==> src/memPkg.sv <==
package memPkg;

    localparam int addrWidth = 17;
    localparam int ramDepth = 1 << addrWidth;

    typedef logic [addrWidth-1:0] addr_t;
    typedef logic [7:0] byte_t;
    typedef logic [31:0] word_t;

    // bytes per access, only 1, 2 and 4 are legal
    typedef logic [2:0] len_t;

    // byte step inside one transaction
    typedef logic [2:0] stage_t;

    typedef enum logic {
        dirLoad,
        dirStore
    } accessDir_e;

    typedef enum logic [1:0] {
        ownNone,
        ownData,
        ownFetch
    } busOwner_e;

    // an instruction fetch is a 4-byte load
    localparam len_t wordLen = 3'd4;

    localparam addr_t resetPc = '0;
    localparam addr_t instStep = addr_t'(4);

endpackage

==> src/instFetch.sv <==
`timescale 1ns/1ps

module instFetch (
    input  logic          clk,
    input  logic          rst,
    input  logic          fetchEn,
    input  logic          redirect,
    input  memPkg::addr_t redirectPc,
    output logic          fetchReq,
    output memPkg::addr_t fetchAddr,
    input  logic          fetchDone,
    input  memPkg::word_t fetchWord,
    output logic          instValid,
    output memPkg::word_t inst,
    output memPkg::addr_t instPc
);

    memPkg::addr_t pc;
    memPkg::addr_t redirPc;
    logic          flush;

    assign fetchAddr = pc;

    always_ff @(posedge clk) begin
        if (rst) begin
            pc        <= memPkg::resetPc;
            fetchReq  <= 1'b0;
            flush     <= 1'b0;
            instValid <= 1'b0;
        end else begin
            instValid <= 1'b0;
            if (fetchReq && fetchDone) begin
                fetchReq <= 1'b0;
                flush    <= 1'b0;
                if (redirect) begin
                    pc <= redirectPc;
                end else if (flush) begin
                    pc <= redirPc;
                end else begin
                    instValid <= 1'b1;
                    pc        <= pc + memPkg::instStep;
                end
            end else if (fetchReq) begin
                // address must stay put, so only note the redirect
                if (redirect) begin
                    flush <= 1'b1;
                end
            end else begin
                fetchReq <= fetchEn;
                if (redirect) begin
                    pc <= redirectPc;
                end
            end
        end
    end

    always_ff @(posedge clk) begin
        if (fetchReq && fetchDone) begin
            inst   <= fetchWord;
            instPc <= pc;
        end
        if (fetchReq && !fetchDone && redirect) begin
            redirPc <= redirectPc;
        end
    end

    fetchAligned: assert property (@(posedge clk) disable iff (rst)
        fetchReq |-> fetchAddr[1:0] == 2'b00);

endmodule

==> config.mk <==
export PLATFORM = sky130hd
export DESIGN_NAME = instFetch
export DESIGN_NICKNAME = d
export VERILOG_FILES = /design/src/memPkg.sv /design/src/instFetch.sv
export SDC_FILE = /design/constraint.sdc
export NUM_CORES = 1
export LEC_CHECK = 0
export BUFFER_PORTS_ARGS = -buffer_cell sky130_fd_sc_hd__clkbuf_2
export CELL_PAD_IN_SITES_DETAIL_PLACEMENT = 1
export CELL_PAD_IN_SITES_GLOBAL_PLACEMENT = 2
export CORE_ASPECT_RATIO = 1.75
export CORE_MARGIN = 4
export CORE_UTILIZATION = 30
export CTS_BUF_LIST = sky130_fd_sc_hd__clkbuf_8
export DETAILED_ROUTE_END_ITERATION = 8
export GPL_TIMING_DRIVEN = 0
export PLACE_DENSITY = 0.85
export SLEW_MARGIN = 20
export SYNTH_ARGS = -nofsm -noshare
export SYNTH_HDL_FRONTEND = slang
export SYNTH_SLANG_ARGS = --single-unit
==> constraint.sdc <==
create_clock -name clk -period 2.8 [get_ports clk]
set_clock_uncertainty 0.15 [all_clocks]
set_input_delay 0.42 -clock clk [delete_from_list [all_inputs] [get_ports clk]]
set_output_delay 0.42 -clock clk [all_outputs]
set_load 0.005 [all_outputs]
# Word level (Yosys, flattened, before mapping)
# Index checks and enable logic that the tools add are counted.
[classes] mux=7 n_bitwise=1 n_reduce_logical=9 add_sub_neg=1 n_eq_ne=1
[op_table] op="17-bit two-way mux" count=5
[op_table] op="17-bit by 3-bit adder with 17-bit output, second input constant" count=1
[op_table] op="2-bit AND reduction" count=2
[op_table] op="1-bit logical AND" count=3
[op_table] op="3-bit OR reduction" count=1
[op_table] op="1-bit two-way mux" count=2
[op_table] op="2-bit by 1-bit != test with 1-bit output, second input constant" count=1
[op_table] op="2-bit nonzero test" count=1
[op_table] op="2-bit OR reduction" count=1
[op_table] op="1-bit zero test" count=1
[op_table] op="1-bit NOT" count=1
[word_totals] register_bits=86

# Logic depth before layout (Yosys ltp)
[logic_depth] word_depth=4 depth_mapped=6 ltp_nobuf=5

# Worst setup path after synthesis
# Ideal clock, no wire load.
[synth_timing] path_kind="register to register" start="register fetchReq" end="register pc[7] (netlist: fetchAddr[7])" synth_period_minus_slack_ns=2.719 slack_ns=0.081 path_buffers=1 path_stages_with_launch=6 setup_ns=0.095 t_arrival_ns=2.473 required_time_ns=2.555 path_cell_list="dfxtp_1 > buf_2 > and2_1 > nand2b_1 > a211o_1 > a221oi_1"
[synth_via] elab_chain_len=3
[synth_rtl] element="from (decl)" line_no="instFetch.sv:9" text="output logic fetchReq,"
[synth_rtl] element="from (signal assigned)" line_no="instFetch.sv:49" text="fetchReq <= fetchEn;"
[synth_rtl] element="1-bit logical AND" line_no="instFetch.sv:32" text="if (fetchReq && fetchDone) begin"
[synth_rtl] element="2-bit by 1-bit != test with 1-bit output (no line) / 2-bit nonzero test (equally long branches)"
[synth_rtl] element="2-bit AND reduction (no line)"
[synth_rtl] element="to (signal assigned)" line_no="instFetch.sv:36" text="pc <= redirectPc;"
[synth_rtl] element="to (signal assigned)" line_no="instFetch.sv:38" text="pc <= redirPc;"
[synth_rtl] element="to (signal assigned)" line_no="instFetch.sv:41" text="pc <= pc + memPkg::instStep;"
[synth_rtl] element="to (decl)" line_no="instFetch.sv:18" text="memPkg::addr_t pc;"
# Parallel ways exist; a longest one is shown, timed or not.
# A chain may end at the register's enable or synchronous reset.

# Final worst setup path
[layout_timing] start="input redirect" end="register redirPc[12] (enable)"
[layout_via] elab_chain_len=1
[layout_rtl] element="from (decl)" line_no="instFetch.sv:7" text="input logic redirect,"
[layout_rtl] element="1-bit logical AND" line_no="instFetch.sv:62" text="if (fetchReq && !fetchDone && redirect) begin"
[layout_rtl] element="to (signal assigned)" line_no="instFetch.sv:63" text="redirPc <= redirectPc;"
[layout_rtl] element="to (decl)" line_no="instFetch.sv:19" text="memPkg::addr_t redirPc;"
# No other way between the ends.

==> results.json <==
{
  "final_nets": 428,
  "critical_path_required_ns": 2.70,
  "fin_crit_ns": 2.35,
  "p_leak_nw": 1.61,
  "rrSetupSlack_ns": 0.52,
  "die_area_sq_um": 12900,
  "fmax_ghz": 0.425,
  "worstSkewPairLatency_ns": 0.34,
  "vias_per_cell": 4.97,
  "synth.distinct_cells": 37,
  "numCtsBuffers": 9,
  "cts_tree": "yes",
  "drt_iter0_markers": 121,
  "setup_viol": 0,
  "rsz0062_at_grt": "false",
  "yosys_warnings": 0,
  "cp_max_fo": 10,
  "cp-end-kind": "flop",
  "p_per_area_nw_per_um2": 572,
  "yosysTopAreaCell": "edfxtp_1",
  "wl_per_cell_um": 17.8,
  "initial_core_util_pct": 30.9,
  "hpwl_mm": 6.85,
  "startpoint_type": "input pin",
  "vias": 2527,
  "place_congestion": 0.768,
  "grt_pass1_vias": 2808,
  "slew_violations": 0,
  "status": "completed",
  "cts.htree.levels": 3,
  "hold_class": "in2reg",
  "ir_worst_vdd_v": 0.000251,
  "syn-num-nets": 296,
  "finalCritPeriodShare_pct": 84.1,
  "cts_hold_buf": 0,
  "grt_pass1_wl_mm": 14.2,
  "cpMaxStageDelayCell": "buf_1",
  "io_buffer_count": 120,
  "worstPathArrival_ns": 2.26,
  "rows": 50,
  "setup_slack_ns": 0.446,
  "synthTopCellsByArea": "edfxtp_1 60%, dfxtp_1 12%, a21oi_1 2.9%",
  "max_slew_margin_pct": 54.1,
  "hold_viol": 0,
  "syn_to_final_growth_pct": 28.3,
  "ios": 122,
  "clock_sinks": 86,
  "final_cell_mix": "120 x clkbuf_2, 66 x edfxtp_1, 20 x dfxtp_1",
  "die_h_um": 147,
  "maxCapViolCount": 0,
  "crit_path_max_incr_delay_ns": 0.51,
  "cp_cell_sequence": "clkbuf_2 > clkbuf_1 > buf_1 > nand2_1 > nor2_2 > buf_8",
  "dr.pass1.iters": 4,
  "overflow": 0,
  "diodes": 0,
  "post-cts-setup-buffer-count": 0,
  "syn_area_per_cell_sq_um": 13.8,
  "cts_resized": 0,
  "power_mw": 2.44,
  "fill_cells": 1215,
  "route.detailed.drc": 0,
  "clk_pin_slew_ns": 0.09,
  "final_common_cell": "clkbuf_2",
  "fp.dieW_um": 87.6,
  "final_antenna_net_count": 0,
  "syn_inst": 241,
  "netlist.area_leader.share_pct": 59.6,
  "antenna_found_initial": 0,
  "synth-seq-cells": 86,
  "place_ws_ns": 0.0658,
  "syn_area_sq_um": 3330,
  "clockBufferDepth": 2,
  "root_buffer": "clkbuf_8",
  "grt.total_usage_pct": 14.3,
  "yosysSeqAreaShare_pct": 71.6,
  "layout-drive-gt1-share_pct": 39.9,
  "grt_max_degree": 52,
  "wl_mm": 9.06,
  "worst_slew_pin_slew_ns": 0.689,
  "crit_type": "in2reg",
  "placeableCoreArea_sq_um": 10800
}
[routing by layer]
metal / GRT usage [%] / vias up / part of all wire (%)
met4: 7.91 / 0 / 3.9
met5: 0 / - / 0
met3: 3.48 / 22 / 6.2
met2: 26.2 / 95 / 54
li1: - / 1178 / -
met1: 14.2 / 1232 / 36
[power by group]
part	internal [mW]	switching [mW]	leakage, nW
clock network	0.310	0.423	0.0911
registers	1.43	0.0408	0.768
logic	0.103	0.133	0.750
[sequential cells by signal (all words and copies together) (netlist names)]
signal	count
fetchReq	1
instValid	1
instPc	17
flush	1
inst	32
fetchAddr	17
redirPc	17
[logic make-up (layout without fill, tap and decap cells)]
| group | count (synthesis) | count (layout) | synth area share [%] |
|---|---|---|---|
| flip-flops | 86 | 86 | 71.6 |
| AND/OR/NAND/NOR | 68 | 68 | 10.3 |
| AO/OA/AOI/OAI | 53 | 53 | 11.1 |
| buffers and inverters | 21 | 158 | 2.67 |
| multiplexers | 8 | 8 | 2.86 |
| XOR/XNOR | 4 | 4 | 1.05 |
| adder cells (fa/ha/maj) | 1 | 1 | 0.376 |
[cell usage after synthesis]
cell,count
a2111oi_0,2
a2111oi_2,2
a211o_1,1
a211oi_1,5
a21oi_1,19
a221oi_1,3
a32oi_1,1
and2_1,1
and3b_1,1
buf_1,2
buf_2,5
buf_4,1
clkbuf_1,4
dfxtp_1,20
edfxtp_1,66
ha_1,1
inv_1,9
mux2_2,2
mux2i_1,5
mux2i_4,1
nand2_1,16
nand2b_1,8
nand3_1,6
nand4_1,2
nand4_2,1
nor2_1,18
nor3_1,8
nor3_2,1
nor4_1,5
nor4_2,1
o211ai_1,5
o21a_1,3
o21ai_0,3
o221ai_1,3
o22ai_1,3
o311ai_0,3
xnor2_1,4
[cell type report]
cell class,instances,area (sq um),area share (%)
Inverter,9,33.8,0.792
Tap cell,130,163,3.81
Sequential cell,86,2380,55.8
Buffer,12,55.1,1.29
Multi-Input combinational cell,134,860,20.1
Clock buffer,9,124,2.90
Timing Repair Buffer,121,616,14.4
Clock inverter,7,35.0,0.821
[per-stage QoR]
stage                     utilization, %  hold slack (ns)  setup TNS, ns  cell area [sq um]  cells
after floorplan                        -            0.305              0               3330    241
after global placement              38.0            0.315         -16.11               4090    491
after detailed placement            38.2            0.319              0               4110    492
after CTS                           39.7           0.0732              0               4270    508
after global routing                39.7           0.0679              0               4270    508
final                               39.7           0.0964              0               4270    508
[path summary, 6_finish.rpt]
path	to	start	depth (start not counted)
worst max-delay path	redirPc[12]$_DFFE_PP_	redirect	6
worst min-delay path	inst[26]$_DFFE_PP_	fetchWord[26]	1
worst max register to register	fetchAddr[16]$_SDFFE_PP0P_	fetchAddr[2]$_SDFFE_PP0P_	5
worst min register to register	instPc[1]$_DFFE_PP_	fetchAddr[1]$_SDFFE_PP0P_	0
[worst max-delay path, delay by kind of cell]
family	cells	cell delay [ns]
AND/OR/NAND/NOR	2	0.61
buffers and inverters	4	1.22
Power figures use the tool's default switching activity.
