## config.mk

```make
export PLATFORM = sky130hd
export DESIGN_NAME = dataPort
export DESIGN_NICKNAME = d
export VERILOG_FILES = /design/src/memPkg.sv /design/src/dataPort.sv
export SDC_FILE = /design/constraint.sdc
export NUM_CORES = 1
export LEC_CHECK = 0
export BUFFER_PORTS_ARGS = -buffer_cell sky130_fd_sc_hd__buf_2
export CORE_MARGIN = 4
export CORE_UTILIZATION = 39
export CTS_CLUSTER_SIZE = 8
export DETAILED_ROUTE_END_ITERATION = 10
export PLACE_DENSITY = 0.73
export SYNTH_ARGS = -nofsm -noshare
export SYNTH_HDL_FRONTEND = slang
export SYNTH_SLANG_ARGS = --single-unit
```

## constraint.sdc

```tcl
create_clock -name clk -period 3.3 [get_ports clk]
set_input_delay 0.33 -clock clk [delete_from_list [all_inputs] [get_ports clk]]
set_output_delay 0.33 -clock clk [all_outputs]
set_load 0.1 [all_outputs]
```

## src/memPkg.sv

```systemverilog
package memPkg;

    localparam int addrWidth = 17;
    localparam int ramDepth = 1 << addrWidth;

    typedef logic [addrWidth-1:0] addr_t;
    typedef logic [7:0] byte_t;
    typedef logic [31:0] word_t;

    // bytes per access, only 1, 2 and 4 are legal
    typedef logic [2:0] len_t;

    // byte step inside one transaction
    typedef logic [2:0] stage_t;

    typedef enum logic {
        dirLoad,
        dirStore
    } accessDir_e;

    typedef enum logic [1:0] {
        ownNone,
        ownData,
        ownFetch
    } busOwner_e;

    // an instruction fetch is a 4-byte load
    localparam len_t wordLen = 3'd4;

    localparam addr_t resetPc = '0;
    localparam addr_t instStep = addr_t'(4);

endpackage

```

## src/dataPort.sv

```systemverilog
`timescale 1ns/1ps

module dataPort (
    input  logic               clk,
    input  logic               rst,
    input  logic               lsuReq,
    input  logic               lsuStore,
    input  memPkg::len_t       lsuLen,
    input  logic               lsuSigned,
    input  memPkg::addr_t      lsuAddr,
    input  memPkg::word_t      lsuWdata,
    output logic               lsuBusy,
    output logic               lsuDone,
    output memPkg::word_t      lsuRdata,
    output logic               dataReq,
    output memPkg::accessDir_e dataDir,
    output memPkg::len_t       dataLen,
    output memPkg::addr_t      dataAddr,
    output memPkg::word_t      dataWrite,
    input  logic               dataDone,
    input  memPkg::word_t      dataRead
);

    typedef enum logic {
        stIdle,
        stActive
    } portState_e;

    portState_e    state;
    logic          signedQ;
    memPkg::word_t extended;

    assign lsuBusy = (state == stActive);
    assign dataReq = (state == stActive);

    // controller returns the bytes zero extended
    always_comb begin
        case (dataLen)
            3'd1: extended = {{24{signedQ & dataRead[7]}}, dataRead[7:0]};
            3'd2: extended = {{16{signedQ & dataRead[15]}}, dataRead[15:0]};
            default: extended = dataRead;
        endcase
    end

    always_ff @(posedge clk) begin
        if (rst) begin
            state   <= stIdle;
            lsuDone <= 1'b0;
        end else begin
            lsuDone <= 1'b0;
            if (state == stIdle && lsuReq) begin
                state <= stActive;
            end else if (state == stActive && dataDone) begin
                state   <= stIdle;
                lsuDone <= 1'b1;
            end
        end
    end

    always_ff @(posedge clk) begin
        if (state == stIdle && lsuReq) begin
            dataDir   <= lsuStore ? memPkg::dirStore : memPkg::dirLoad;
            dataLen   <= lsuLen;
            dataAddr  <= lsuAddr;
            dataWrite <= lsuWdata;
            signedQ   <= lsuSigned;
        end
        if (state == stActive && dataDone) begin
            lsuRdata <= (dataDir == memPkg::dirStore) ? '0 : extended;
        end
    end

    noReqWhileBusy: assert property (@(posedge clk) disable iff (rst)
        lsuBusy |-> !lsuReq);

endmodule

```

; ---- Word level (Yosys, flattened, before mapping)
; Cells that the tools add are included.
[totals]
input_bits = 90
register_bits = 88
elab_cells = 22
[op_classes]
muxes = 5
n_eq_ne = 2
n_bitwise = 3
n_reduce_logical = 4
[op_table]
columns = cell, count
row1 = 32-bit case mux with 2 select lines, 1
row2 = 1-bit two-way mux, 4
row3 = "3-bit by 1-bit equality test with 1-bit output, second input constant", 1
row4 = "3-bit by 2-bit equality test with 1-bit output, second input constant", 1
row5 = 1-bit AND, 2
row6 = 1-bit logical AND, 2
row7 = 2-bit nonzero test, 1
row8 = 2-bit OR reduction, 1
row9 = 1-bit NOT, 1

; ---- Logic depth before layout (Yosys ltp)
[logic_depth]
word_depth = 3
depth_mapped = 4

; ---- Least setup slack after synthesis
; No wires, ideal clock.
[synth_path]
path_kind = register -> register
from = register state (netlist: dataReq)
to = register dataAddr[0], enable pin
stages_incl_launch_ff = 2
arrival_ns = 3.241
required_time_ns = 2.827
setup_time_ns = 0.473
path_slack_ns = -0.414
path_cell_list = dfxtp_1 > nor2b_1
[synth_between]
elab_chain_cells = 2
[synth_lines]
columns = item, line
row1 = start: declaration, dataPort.sv:29  ; portState_e state;
row2 = start signal: assignment, dataPort.sv:47  ; state <= stIdle;
row3 = start signal: assignment, dataPort.sv:52  ; state <= stActive;
row4 = start signal: assignment, dataPort.sv:54  ; state <= stIdle;
row5 = 1-bit NOT, dataPort.sv:61  ; if (state == stIdle && lsuReq) begin
row6 = 1-bit logical AND, dataPort.sv:61
row7 = end signal: assignment, dataPort.sv:64  ; dataAddr <= lsuAddr;
row8 = end: declaration, dataPort.sv:18  ; output memPkg::addr_t dataAddr,
; Every way passes these cells.
; A chain may end at the register's enable or synchronous reset.

; ---- Worst setup path in the final report
[layout_path]
from = register dataDir
to = output port dataDir
[layout_rtl]
columns = item, line
row1 = start: declaration, dataPort.sv:16  ; output memPkg::accessDir_e dataDir,
row2 = start signal: assignment, dataPort.sv:62  ; dataDir <= lsuStore ? memPkg::dirStore : memPkg::dirLoad;
; No word-level cell between the ends.

==> Implementation_results.wiki <==
{| class="wikitable"
! Metric !! Value
|-
| Count of instances resized after the clock tree is built || 0
|-
| Input/output buffers || about 180
|-
| Placement row count || 31
|-
| HPWL after DPL || about 5200 µm
|-
| Die ar. || just over 0.009 mm²
|-
| Hold path startpoint || lsuAddr[13]
|-
| RSZ-0062 raised after global routing || no
|-
| Achievable clock frequency || roughly 490 MHz
|-
| Number of fill cells || roughly 630
|-
| Synth area leader || edfxtp_1
|-
| Final #Nets || 423
|-
| Worst hold path endpoint || dataAddr[13]$_DFFE_PP_
|-
| Worst hold-check path type || input pin to flip-flop
|-
| Top post-synthesis cells by area || edfxtp_1 85%, a21o_2 4.6%, nor2b_1 2.3%, a21oi_1 1.5%, dfxtp_1 1.3%
|-
| Critical setup path kind || flip-flop to output pin
|-
| Share of final-layout standard cells stronger than drive strength 1 || 0.6391
|-
| Share of the yosys chip area belonging to registers || 0.8604
|-
| Initial antenna violation count || 1
|-
| Cell chain of the critical path || buf_2
|-
| P per Cell Area || roughly 630 mW/mm²
|-
| Number of buffers inserted by post-CTS setup repair || 0
|-
| Clock tree from TritonCTS || yes
|-
| Kind of launch point of the worst setup path || flip-flop
|-
| Clock-pin transition on the worst setup and hold timing paths || around 90 ps
|-
| Post-synthesis cell type count || 19
|-
| DRC violation count after routing || 0
|-
| Leak Pwr || ~1.9 nW
|-
| Number of placed I/O pins || 178
|-
| Vias per std cell || 4.510
|-
| Wire length of the first global-routing pass || about 10000 µm
|-
| Max_slew headroom || 0.3424
|-
| Max Buffers Root-to-Sink || 2
|-
| Final antenna diode count || 0
|-
| Crit end category || output pin
|-
| Sum of negative setup slack || 0 ps
|-
| Reg2Reg Depth || 3
|-
| Flip-flop and latch count after synthesis || a little under 90
|-
| Worst EP required || ~3000 ps
|-
| Transition at the pin with the smallest max-transition slack || between 900 and 1000 ps
|-
| Number of setup violations in the final report || 0
|-
| Chip height || between 90 and 100 µm
|-
| Vias post-DR || 1971
|-
| Max-capacitance violation count || 0
|-
| Vias in the first global route || about 2000
|-
| Clk_skew || 12.82 ps
|-
| Endpoint of the lowest-slack register-to-register path || lsuRdata[24]$_SDFFCE_PP0P_
|-
| Wirelength per Cell || around 16 µm
|-
| Routed Wire Length || around 7000 µm
|-
| CP delay by family, top || flip-flops
|-
| Slew Limit Fails || 0
|-
| CTS sink cnt || 88
|-
| Origin of the critical flop-to-flop path || dataLen[0]$_DFFE_PP_
|-
| Overflow after GRT || 0
|-
| Area growth syn-to-layout || 40.07%
|-
| Die X-Extent || just under 100 µm
|-
| Inserted Clock Buffers || 9
|-
| Final core utilization || 0.5763
|-
| Area of the mapped netlist || just over 0.003 mm²
|-
| Antenna violation net count after detailed routing || 0
|-
| Area share of the largest cell type after synthesis || 0.8473
|-
| Largest stage delay, worst path || ~790 ps
|-
| Total nets after synthesis || ~240
|-
| Outcome || completed
|-
| Core region area || between 0.007 and 0.008 mm²
|-
| Critical path peak fanout || 19
|-
| Final hold violation count || 0
|-
| Global placement routability congestion || about 0.70
|-
| Register-to-register path setup slack || approximately 1400 ps
|-
| Critical path buffers and inverters || 1
|-
| Pin count of the biggest net entering global routing || 56
|-
| Number of detailed-routing iterations run before antenna repair || 4
|-
| Total cell area at the placement stage || roughly 0.0040 mm²
|-
| Synthesis Warnings || 0
|-
| Per-instance average area after synthesis || 20.46 µm²
|-
| Clock latency at the later pin of the worst-skew pair || ~340 ps
|-
| Min Clock Period, post-route || 2021 ps
|-
| Effective utilization at floorplan || 0.4114
|-
| 1st-iter DRT viols || 44
|-
| Worst VDD drop || 377.5 µV
|-
| Max H-tree Level || 3
|-
| CP max-delay cell || edfxtp_1
|-
| Pre-CTS worst setup slack || between 1000 and 1500 ps
|-
| Hold buffer count at CTS || 0
|-
| Clock Root Buffer || clkbuf_8
|-
| WHS Path Cells || 1
|-
| Final setup slack of the worst path || ~1300 ps
|-
| Final worst-path cycle share || 0.6126
|-
| Overall Global Routing Usage || 0.1470
|-
| Design Area, Final || between 0.004 and 0.005 mm²
|-
| Post-Syn Instances || 149
|-
| Endpoint arrival time on the critical path || about 1700 ps
|}
-- flip-flops by register name, indices dropped and copies added, names as in the netlist --
signal     count
dataLen        3
dataDir        1
signedQ        1
dataReq        1
dataAddr      17
lsuDone        1
lsuRdata      32
dataWrite     32
-- final cells by class --
class,count,area [µm²],share of cell area
clock inverters,6,92.59,0.02169
inverters,2,7.507,0.001759
clock buffers,10,127.6,0.02989
repair buffers,180,908.4,0.2128
well taps,99,123.9,0.02902
flip-flops and latches,88,2623,0.6143
multi-input cells,52,386.6,0.09056
-- placed cells by master (no fill, tap or decap), types with 2 or more instances in the layout --
cell and count:
inv_6 2, a21oi_1 9, edfxtp_1 86, a21o_2 16, inv_1 2, nand2_1 8, dfxtp_1 2, clkbuf_8 9
buf_4 3, bufinv_16 2, buf_2 177, clkinvlp_4 2, nor2b_1 10
-- cells in the mapped netlist --
| library cell | instances |
|---|---|
| edfxtp_1 | 86 |
| buf_2 | 1 |
| or3_1 | 1 |
| buf_6 | 1 |
| nand3b_1 | 1 |
| xor2_1 | 1 |
| clkbuf_1 | 4 |
| dfxtp_1 | 2 |
| and2_1 | 1 |
| a21o_2 | 16 |
| buf_4 | 1 |
| or3b_2 | 1 |
| nand3b_4 | 1 |
| nand2_1 | 8 |
| nor2b_1 | 11 |
| o21ba_2 | 1 |
| inv_1 | 2 |
| a2111oi_4 | 1 |
| a21oi_1 | 9 |
-- where the power goes --
part           total (mW)  leakage, nW  switching [mW]  internal [mW]
combinational       0.575        0.946           0.477         0.0982
sequential           1.32        0.830          0.0199           1.30
clock               0.807        0.104           0.375          0.432
total                2.70         1.88           0.872           1.83
-- worst max-delay path by stage --
stage | start | to | slack (ps) | depth (start not counted)
after global routing | dataDir$_DFFE_PP_ | dataDir | 1160 | 1
after global placement | dataLen[0]$_DFFE_PP_ | lsuRdata[19]$_SDFFCE_PP0P_ | 1460 | 3
after floorplan | dataReq$_SDFFE_PP0P_ | dataAddr[0]$_DFFE_PP_ | 620 | 1
final | dataDir$_DFFE_PP_ | dataDir | 1280 | 1
after CTS | dataDir$_DFFE_PP_ | dataDir | 1220 | 1
after detailed placement | dataLen[0]$_DFFE_PP_ | lsuRdata[27]$_SDFFCE_PP0P_ | 1360 | 3
-- per-layer routing --
| layer | up-vias | part of all wire | GRT usage |
|---|---|---|---|
| met3 | 12 | 0.16 | 0.09527 |
| met2 | 113 | 0.48 | 0.2415 |
| met1 | 915 | 0.34 | 0.1465 |
| li1 | 929 | - | - |
| met4 | 2 | 0.015 | 0.06308 |
| met5 | - | 0.0019 | 0 |
-- cell families after synthesis --
group,count (synthesis),synth area share
flops,88,0.8604
buf+inv,9,0.01519
compound gates,27,0.07307
simple gates,24,0.04845
xor+xnor,1,0.002874
-- through the flow --
step / cells / total power [mW] / hold slack [ps]
after floorplan: 149 / 1.805 / 401.6
after global placement: 421 / 1.917 / 506.1
after detailed placement: 421 / 1.923 / 508.1
final: 437 / 2.699 / 151.3
after CTS: 437 / 2.724 / 133.1
after global routing: 437 / 2.809 / 120.4
No activity file was read; power rests on OpenSTA's default activity.
