[src/memPkg.sv]
package memPkg;

    localparam int addrWidth = 17;
    localparam int ramDepth = 1 << addrWidth;

    typedef logic [addrWidth-1:0] addr_t;
    typedef logic [7:0] byte_t;
    typedef logic [31:0] word_t;

    // bytes per access, only 1, 2 and 4 are legal
    typedef logic [2:0] len_t;

    // byte step inside one transaction
    typedef logic [2:0] stage_t;

    typedef enum logic {
        dirLoad,
        dirStore
    } accessDir_e;

    typedef enum logic [1:0] {
        ownNone,
        ownData,
        ownFetch
    } busOwner_e;

    // an instruction fetch is a 4-byte load
    localparam len_t wordLen = 3'd4;

    localparam addr_t resetPc = '0;
    localparam addr_t instStep = addr_t'(4);

endpackage

[src/memCtrl.sv]
`timescale 1ns/1ps

module memCtrl (
    input  logic               clk,
    input  logic               rst,
    input  logic               ioFull,
    input  logic               fetchReq,
    input  memPkg::addr_t      fetchAddr,
    output logic               fetchDone,
    output memPkg::word_t      fetchWord,
    input  logic               dataReq,
    input  memPkg::accessDir_e dataDir,
    input  memPkg::len_t       dataLen,
    input  memPkg::addr_t      dataAddr,
    input  memPkg::word_t      dataWrite,
    output logic               dataDone,
    output memPkg::word_t      dataRead,
    output memPkg::addr_t      memAddr,
    output logic               memWe,
    output memPkg::byte_t      memWdata,
    input  memPkg::byte_t      memRdata,
    output memPkg::busOwner_e  busOwner
);

    memPkg::busOwner_e  owner;
    memPkg::stage_t     stage;
    memPkg::stage_t     addrStage;
    memPkg::stage_t     lane;
    memPkg::addr_t      base;
    memPkg::accessDir_e dirQ;
    memPkg::len_t       lenQ;
    memPkg::word_t      wdataQ;
    memPkg::word_t      assembly;
    logic               fetchDoneQ;
    logic               dataDoneQ;
    logic               arbOk;
    logic               grantData;
    logic               grantFetch;
    logic               isStore;
    logic               lastStep;

    assign busOwner = owner;

    // the finishing client still holds its request during the done cycle
    assign arbOk = (owner == memPkg::ownNone) && !fetchDoneQ && !dataDoneQ && !ioFull;
    assign grantData = arbOk && dataReq;
    assign grantFetch = arbOk && !dataReq && fetchReq;

    assign isStore = (owner == memPkg::ownData) && (dirQ == memPkg::dirStore);

    // stores end on the last write, loads one step later when the last byte returns
    assign lastStep = isStore ? (stage == memPkg::stage_t'(lenQ - 3'd1))
                              : (stage == memPkg::stage_t'(lenQ));

    // while stalled, re-read the previous byte so memRdata still matches the
    // stage once the stall lifts
    assign addrStage = ioFull ? stage - 3'd1 : stage;
    assign lane = stage - 3'd1;

    assign memAddr = base + memPkg::addr_t'(addrStage);
    assign memWe = isStore && !ioFull;
    assign memWdata = wdataQ[stage[1:0]*8 +: 8];

    assign fetchDone = fetchDoneQ && !ioFull;
    assign dataDone = dataDoneQ && !ioFull;
    assign fetchWord = assembly;
    assign dataRead = assembly;

    always_ff @(posedge clk) begin
        if (rst) begin
            owner      <= memPkg::ownNone;
            stage      <= '0;
            fetchDoneQ <= 1'b0;
            dataDoneQ  <= 1'b0;
        end else if (!ioFull) begin
            fetchDoneQ <= 1'b0;
            dataDoneQ  <= 1'b0;
            if (owner == memPkg::ownNone) begin
                stage <= '0;
                if (grantData) begin
                    owner <= memPkg::ownData;
                end else if (grantFetch) begin
                    owner <= memPkg::ownFetch;
                end
            end else if (lastStep) begin
                owner      <= memPkg::ownNone;
                stage      <= '0;
                fetchDoneQ <= (owner == memPkg::ownFetch);
                dataDoneQ  <= (owner == memPkg::ownData);
            end else begin
                stage <= stage + 3'd1;
            end
        end
    end

    always_ff @(posedge clk) begin
        if (!ioFull) begin
            if (grantData) begin
                base     <= dataAddr;
                dirQ     <= dataDir;
                lenQ     <= dataLen;
                wdataQ   <= dataWrite;
                assembly <= '0;
            end else if (grantFetch) begin
                base     <= fetchAddr;
                dirQ     <= memPkg::dirLoad;
                lenQ     <= memPkg::wordLen;
                assembly <= '0;
            end else if (owner != memPkg::ownNone && dirQ == memPkg::dirLoad &&
                         stage != '0) begin
                // byte for the previous stage lands in its own lane
                assembly[lane[1:0]*8 +: 8] <= memRdata;
            end
        end
    end

    grantLenLegal: assert property (@(posedge clk) disable iff (rst)
        grantData |-> dataLen inside {3'd1, 3'd2, 3'd4});

    // a write needs the data port to still present a store
    writeOnlyInStore: assert property (@(posedge clk) disable iff (rst)
        memWe |-> (busOwner == memPkg::ownData) && dataReq &&
                  (dataDir == memPkg::dirStore));

    // a stall freezes the controller and holds back a pending done
    noDoneInStall: assert property (@(posedge clk) disable iff (rst)
        ioFull |=> $stable(owner) && $stable(stage) &&
                   $stable(fetchDoneQ) && $stable(dataDoneQ));

endmodule

[config.mk]
export PLATFORM = sky130hd
export DESIGN_NAME = memCtrl
export DESIGN_NICKNAME = d
export VERILOG_FILES = /design/src/memPkg.sv /design/src/memCtrl.sv
export SDC_FILE = /design/constraint.sdc
export NUM_CORES = 1
export LEC_CHECK = 0
export BUFFER_PORTS_ARGS = -buffer_cell sky130_fd_sc_hd__clkbuf_2
export CORE_ASPECT_RATIO = 1.75
export CORE_MARGIN = 4
export CORE_UTILIZATION = 54
export DETAILED_ROUTE_END_ITERATION = 12
export HOLD_SLACK_MARGIN = 0.15
export PLACE_DENSITY = 0.95
export REMOVE_ABC_BUFFERS = 1
export SLEW_MARGIN = 20
export SYNTH_ARGS = -nofsm -noshare
export SYNTH_HDL_FRONTEND = slang
export SYNTH_SLANG_ARGS = --single-unit
[constraint.sdc]
create_clock -name clk -period 7.9 [get_ports clk]
set_clock_uncertainty 0.1 [all_clocks]
set_input_delay 1.185 -clock clk [delete_from_list [all_inputs] [get_ports clk]]
set_output_delay 1.185 -clock clk [all_outputs]
set_load 0.01 [all_outputs]
=== Yosys cells after proc, flatten, opt, wreduce, memory -nomap -nowiden ===
Index checks and enable logic that the tools add are counted.

* Register bits after elaboration: 92
* Bits of input ports: 83
* Output and inout port bits: 94
* Word-level logic and storage cells: 71

* $add $sub $neg: 5
* Equal/unequal tests: 5
* Shift operators: 3
* Muxes and demuxes: 20
* Bitwise logic cells: 2
* Reductions and logical operators: 27

{| class="wikitable"
|+ Operators by type and width
! kind !! number
|-
| two-way mux 17 bit || 2
|-
| negator 5 -> 34 bit || 1
|-
| variable shift 8 x 34 -> 32 bit (first input constant) || 1
|-
| variable part select 8 x 34 -> 32 bit || 1
|-
| bitwise mux 32 bit || 1
|-
| two-way mux 32 bit || 1
|-
| variable part select 32 x 6 -> 8 bit || 1
|-
| adder 17 x 3 -> 17 bit || 1
|-
| two-way mux 3 bit || 5
|-
| logical AND 1 bit || 12
|-
| two-way mux 2 bit || 4
|-
| two-way mux 1 bit || 7
|-
| equality test 3 bit || 2
|-
| AND reduction 2 bit || 3
|-
| nonzero test 2 bit || 3
|-
| nonzero test 3 bit || 2
|-
| subtractor 3 x 1 -> 3 bit (second input constant) || 2
|-
| zero test 1 bit || 4
|-
| adder 3 x 1 -> 3 bit (second input constant) || 1
|-
| inequality test 3 bit (second input constant) || 1
|-
| AND reduction 3 bit || 1
|-
| equality test 2 x 1 -> 1 bit (second input constant) || 1
|-
| equality test 2 bit (second input constant) || 1
|-
| zero test 2 bit || 1
|-
| other kinds (2) || 3
|}

=== Logic depth before layout (Yosys ltp) ===
Gate-level depths: netlist of the first run.

* Depth in word-level cells: 9
* Gate-level depth with buffers: 10
* Mapped depth without buffers: 9

=== Least setup slack after synthesis of the first run ===
No wires, ideal clock.

* Path type: input-to-output
* Start point: in ioFull
* End point: out memAddr[16]
* Data arrival time: 3.194 ns
* Data required time: 6.615 ns
* Path slack: 3.421 ns
* Cell stages on the path: 9
* Buffers on the path: 1
* Path through: clkbuf_1 xor2_1 ha_1 inv_1 fa_1 nand2b_1 a2111oi_4 nand3_1 xnor2_1

* Word-level cells in the longest chain between the ends: 2

{| class="wikitable"
|+ RTL lines
! element !! RTL line !! text
|-
| start: declaration || memCtrl.sv:6 || <nowiki>input logic ioFull,</nowiki>
|-
| two-way mux 3 bit || memCtrl.sv:57 || <nowiki>assign addrStage = ioFull ? stage - 3'd1 : stage;</nowiki>
|-
| adder 17 x 3 -> 17 bit || memCtrl.sv:60 || <nowiki>assign memAddr = base + memPkg::addr_t'(addrStage);</nowiki>
|-
| end: declaration || memCtrl.sv:18 || <nowiki>output memPkg::addr_t memAddr,</nowiki>
|}

Every way passes these cells.

=== Worst setup path in the final report of the first run ===
* Start point: reg stage[0]
* End point: out memAddr[14]

* Word-level cells in the longest chain between the ends: 3

{| class="wikitable"
|+ RTL lines
! element !! RTL line !! text
|-
| start: declaration || memCtrl.sv:26 || <nowiki>memPkg::stage_t stage;</nowiki>
|-
| start signal: assignment || memCtrl.sv:91 || <nowiki>stage <= stage + 3'd1;</nowiki>
|-
| subtractor 3 x 1 -> 3 bit || -- ||
|-
| two-way mux 3 bit (*) || memCtrl.sv:57 ||
|-
| adder 17 x 3 -> 17 bit (*) || memCtrl.sv:60 ||
|}

Mark *: on every way between the ends. The rest lies on a longest branch, timed or not.

==> results_dict.tcl, run 1 <==
set metrics [dict create \
    p_leak_nw 2.532 \
    fin_crit_ns 5.489 \
    synth_cells 415 \
    holdWs_ns 0.3981 \
    ctsResizeCount 0 \
    pin_count 177 \
    final_util_pct 67.30 \
    p_comb_share_pct 15.7 \
    crit_arrival_ns 4.20 \
    clock_latency_ns 0.33 \
    hold_class "reg2reg" \
    intPower_mw 0.9036 \
    firstDrtPassIters 4 \
    grt_use_met1_pct 24.81 \
    gr-usage-met3_pct 3.065 \
    synth_largest_area_cell "edfxtp_1" \
    routed_wl_um 11240 \
    crit_path_end_kind "output port" \
    num_vias 3571 \
    setup-tns-final_ns 0 \
    tightest_slew_ns 1.003 \
    diodes 0 \
    yosysMostFrequentCell "edfxtp_1" \
    clkTransAtPathRegs_ns 0.07 \
    drt-wirelength-per-cell_um 16.52 \
    floorplan.core_area_mm2 0.008671 \
    numCtsBuffers 9 \
    synth_common_cells "edfxtp_1, nand2_1, nor2_1" \
    fmax_mhz 182.2 \
    layout-drive-gt1-share_pct 38.37 \
    final_max_slew_viol_count 0 \
    seq_area_frac_synth_pct 55.94 \
    dieArea_mm2 0.01055 \
    worst_slack_ns 2.411 \
    synth_async_sr_flop_share_pct 0 \
    ant_nets 0 \
    synth_cell_types 49 \
    grt_setup_unrepaired "no" \
    grt_use_met2_pct 38.09 \
    port_buffers 176 \
    die_h_um 132.9 \
    slew_headroom_pct 33.07 \
    grt_max_degree 55 \
    crit_chain "inv_1 > ha_1 > a21oi_1 > inv_1 > fa_1 > nand2b_1 > a2111oi_4 > nand3_1 > xnor2_1 > clkbuf_2" \
    cpMostUsedCell "inv_1" \
    layout.nets 653 \
    period_share_pct 69.49 \
    grt_pass1_vias 3606 \
    cpLargestDelayFamily "flip-flops" \
    grt_pass1_wl_um 17650 \
    synthTopCellsByArea "edfxtp_1, buf_4, nor2b_1, nand2_1, mux4_2" \
    dp_hpwl_um 8399 \
    maxCapViolations 0 \
    stdcell_area_mm2 0.005836 \
    cp-start-kind "flip-flop" \
    cp.buffers_inverters 3 \
    final-setup-viol-count 0 \
    switching_share_pct 26.26 \
    detail_route.vias_per_cell 5.251 \
    num_rows 45 \
    post_cts_buffers 0 \
    track_usage_pct 21.69 \
    ys.flop_type "edfxtp_1" \
    p_seq_share_pct 48.6 \
    cp_max_fo 19 \
    max_stage_delay_ns 0.99 \
    start_util_pct 55.51 \
    synth_top_area_share_pct 53.03 \
    path_class "reg2out" \
    vdd.ir_drop.worst_v 0.0002616 \
    cp_slowest_cell "dfxtp_1" \
    switchingPower_mw 0.3217 \
    cp.required_ns 6.61 \
    clkPwrFrac_pct 35.7 \
    drt_iter0_drc 218 \
    overflow 0 \
    htreeDepth 3 \
    synth_area_mm2 0.004813 \
    root_buffer "clkbuf_16" \
    avgSynthCellArea_um2 11.60 \
    finalWeightedCongestion 0.8418 \
    p_per_area_mw_per_mm2 210.0 \
    cts_buffer_depth 2 \
    grt_busiest_layer "met2" \
    synth_seq_cells 92 \
    cts_hold_buffers 0 \
    ys_warn_count 0 \
    clkSinkCount 92 \
    pre_cts_ws_ns 2.755 \
    hold_viol 0 \
    synth_edf_count 85 \
    antenna_found_initial 0 \
    drc 0 \
    die_width_um 79.37 \
    num-fill-cells 679 \
    area_growth_pct 21.24 \
    cts_tree "built" \
    place_area_mm2 0.005530 \
    status "finished, final reports clean" \
]
==> placed cells by master (no fill, tap or decap), drive strengths merged, types with 2 or more instances in the layout <==
| cell type | instances |
|---|---|
| clkbuf | 185 |
| a31oi | 2 |
| a21oi | 36 |
| and3 | 3 |
| dfxtp | 7 |
| nor3 | 4 |
| nor2 | 41 |
| nor4 | 2 |
| ha | 11 |
| o32ai | 2 |
| nor4b | 4 |
| inv | 16 |
| nand4 | 2 |
| nand2b | 2 |
| o21a | 2 |
| clkinv | 2 |
| buf | 2 |
| nor2b | 37 |
| nand2 | 61 |
| nand3 | 4 |
| and2 | 5 |
| or2 | 2 |
| edfxtp | 85 |
| a211oi | 2 |
| xor2 | 11 |
| mux4 | 8 |
| xnor2 | 9 |
==> path summary, 6_finish.rpt <==
path                          startpoint  slack (ns)  cells past startpoint                         end
setup / recovery   stage[0]$_SDFFE_PP0N_        2.41                     10                 memAddr[14]
setup reg to reg   stage[0]$_SDFFE_PP0N_        4.66                      6  dataRead[10]$_SDFFCE_PN0P_
hold reg to reg   dataDoneQ$_SDFFE_PP0N_        0.40                      2      dataDoneQ$_SDFFE_PP0N_
hold / removal    dataDoneQ$_SDFFE_PP0N_        0.40                      2      dataDoneQ$_SDFFE_PP0N_
==> registers in the layout, indices dropped and copies added, names as in the netlist <==
name and flops:
fetchDoneQ 1, dataRead 32, lenQ 3, dirQ 1, busOwner 2, dataDoneQ 1, wdataQ 32, stage 3
base 17
==> stage by stage <==
step / power, mW / cells
2_1_floorplan: 0.7103 / 369
3_3_place_gp: 0.7889 / 664
3_5_place_dp: 0.7989 / 664
4_1_cts: 1.234 / 680
5_1_grt: 1.277 / 680
6_report: 1.225 / 680
==> layout make-up <==
| type | count | area, µm² | share of cell area (%) |
|---|---|---|---|
| Clock buffer | 9 | 225.2 | 3.859 |
| Clock inverter | 7 | 80.08 | 1.372 |
| Inverter | 13 | 48.80 | 0.8362 |
| Multi-Input combinational cell | 264 | 1747 | 29.93 |
| Sequential cell | 92 | 2693 | 46.14 |
| Tap cell | 117 | 146.4 | 2.509 |
| Timing Repair Buffer | 178 | 895.9 | 15.35 |
==> kinds of logic (layout without fill, tap and decap cells) <==
logic type | after synthesis | in the layout | share of synthesized area [%]
flip-flops | 92 | 92 | 55.94
adder cells (fa/ha/maj) | 12 | 12 | 3.275
AND/OR/NAND/NOR | 172 | 172 | 18.40
buffers and inverters | 59 | 207 | 7.798
XOR/XNOR | 20 | 20 | 3.639
multiplexers | 8 | 8 | 3.743
AO/OA/AOI/OAI | 52 | 52 | 7.201
==> power by group through the flow <==
stage | clock, mW | sequential, mW | combinational (mW)
2_1_floorplan | 0 | 0.610 | 0.101
3_3_place_gp | 0 | 0.603 | 0.186
3_5_place_dp | 0 | 0.605 | 0.193
4_1_cts | 0.445 | 0.595 | 0.194
5_1_grt | 0.467 | 0.599 | 0.212
6_report | 0.438 | 0.595 | 0.192
==> layer usage <==
metal / routed length [µm] / up-vias
li1: - / 1707
met1: 4084 / 1683
met4: 359 / 0
met5: 0 / -
met2: 6195 / 155
met3: 595 / 26
==> tightest hold or removal path, cell delays in order, from the launching register on <==
cell and delay, ns:
dfxtp_1 0.32, nand2_1 0.06, o2bb2ai_1 0.07
Power figures use the tool's default switching activity.
==> inputs of run 2 (changes only) <==
- CORE_UTILIZATION: 54 -> 50
- PLACE_DENSITY: 0.95 -> 0.9
- clock period: 7.9 -> 5.7 ns (I/O delays scaled with it)
==> run 2 against run 1 <==
Critical path depth unchanged. Combinational power up 42%. Clock power up 39%. Non-clock buffer count up 2. Core utilization down 5.0 points. First-iteration DRC count up 27%. Cell area up 0.43%. Sequential share of layout area down 0.20 points. Global-route usage down 1.7 points. Total power up 39%. Sequential power up 38%. Critical path type unchanged. Critical endpoint unchanged. Largest power group unchanged.
==> results_dict.tcl, run 2 (synthesis gave the netlist of run 1 again) <==
set metrics [dict create \
    ant_nets 0 \
    layout-drive-gt1-share_pct 38.58 \
    tightest_slew_ns 0.9788 \
    die_width_um 82.17 \
    drc 0 \
    p_comb_share_pct 16.0 \
    dp_hpwl_um 8421 \
    fin_crit_ns 4.743 \
    maxCapViolations 0 \
    switchingPower_mw 0.4522 \
    die_h_um 137.8 \
    cts_buffer_depth 2 \
    dp_cells 671 \
    num_rows 47 \
    num_vias 3605 \
    hold_class "reg2reg" \
    post_cts_buffers 0 \
    port_buffers 176 \
    root_buffer "clkbuf_16" \
    cts_hold_buffers 0 \
    floorplan.core_area_mm2 0.009409 \
    diodes 0 \
    routed_wl_um 11380 \
    clkSinkCount 92 \
    track_usage_pct 19.95 \
    p_leak_nw 2.542 \
    ctsResizeCount 0 \
    final_util_pct 62.29 \
    dieArea_mm2 0.01132 \
    grt_setup_unrepaired "no" \
    crit_arrival_ns 3.79 \
    fmax_mhz 210.8 \
    period_share_pct 83.21 \
    layout_common_cells "clkbuf_2, edfxtp_1, nand2_1" \
    htreeDepth 3 \
    pin_count 177 \
    cp-start-kind "flip-flop" \
    drt_iter0_drc 276 \
    finalWeightedCongestion 0.7832 \
    cp.required_ns 4.74 \
    layout.nets 655 \
    p_per_area_mw_per_mm2 291.0 \
    clkPwrFrac_pct 35.9 \
    hold_viol 0 \
    detail_route.vias_per_cell 5.247 \
    clock_latency_ns 0.34 \
    antenna_found_initial 0 \
    grt_pass1_wl_um 16890 \
    grt_max_degree 55 \
    cp_max_fo 17 \
    path_class "reg2out" \
    grt_pass1_vias 3562 \
    switching_share_pct 26.51 \
    slew_headroom_pct 34.25 \
    instances_no_fill 687 \
    area_growth_pct 21.76 \
    p_seq_share_pct 48.2 \
    start_util_pct 51.16 \
    layout_commonest_cell "clkbuf_2" \
    vdd.ir_drop.worst_v 0.0003094 \
    final-setup-viol-count 0 \
    crit_path_end_kind "output port" \
    overflow 0 \
    firstDrtPassIters 5 \
    clkTransAtPathRegs_ns 0.07 \
    cts_tree "built" \
    intPower_mw 1.253 \
    numCtsBuffers 9 \
    setup-tns-final_ns 0 \
    status "finished, final reports clean" \
    final_max_slew_viol_count 0 \
    drt-wirelength-per-cell_um 16.57 \
]
run 2: worst paths after layout:
kind	from	to	cells past startpoint	slack, ns
min	dataDoneQ$_SDFFE_PP0N_	dataDoneQ$_SDFFE_PP0N_	2	0.39
max	stage[1]$_SDFFE_PP0N_	memAddr[14]	10	0.96
max reg2reg	stage[1]$_SDFFE_PP0N_	dataRead[10]$_SDFFCE_PN0P_	6	2.72
min reg2reg	dataDoneQ$_SDFFE_PP0N_	dataDoneQ$_SDFFE_PP0N_	2	0.39
run 2: cell type report:
class,instances,area (µm²)
clock inverter,7,83.83
inverter,13,48.80
fill,749,3548
sequential,92,2693
multi-input combinational,264,1747
tap,122,152.6
clock buffer,9,225.2
timing repair buffer,180,910.9
run 2: power by group through the flow:
stage / Combinational (mW) / Sequential, mW / Clock, mW
finish: 0.273 / 0.822 / 0.611
global route: 0.300 / 0.826 / 0.653
CTS: 0.275 / 0.822 / 0.619
detailed placement: 0.273 / 0.836 / 0
global placement: 0.263 / 0.833 / 0
floorplan: 0.139 / 0.845 / 0
run 2: layer usage:
metal | wire length (µm) | global-route usage, % | part of all wire (%) | up-vias
met5 | 0 | 0 | 0 | -
met4 | 225 | 7.763 | 2.0 | 0
met3 | 715 | 4.450 | 6.3 | 15
met2 | 6436 | 35.87 | 57 | 167
met1 | 4008 | 22.33 | 35 | 1712
li1 | - | - | - | 1711
run 2: stage by stage:
step | cell area [µm²] | worst slack, ns | hold WS [ns] | power, mW
floorplan | 4487 | 1.534 | 0.3532 | 0.9845
global placement | 5552 | 1.472 | 0.3772 | 1.096
detailed placement | 5552 | 1.261 | 0.3847 | 1.109
CTS | 5861 | 0.9224 | 0.3937 | 1.715
global route | 5861 | 0.6852 | 0.4226 | 1.779
finish | 5861 | 0.9571 | 0.3917 | 1.706
run 2: worst max-delay path, stage by stage (launching register included):
cell       delay [ns]
dfxtp_1          0.78
inv_1            0.25
ha_1             0.47
a21oi_1          0.27
inv_1            0.10
fa_1             0.42
nand2b_1         0.22
a2111oi_4        0.44
nand3_1          0.15
xnor2_1          0.18
clkbuf_2         0.16
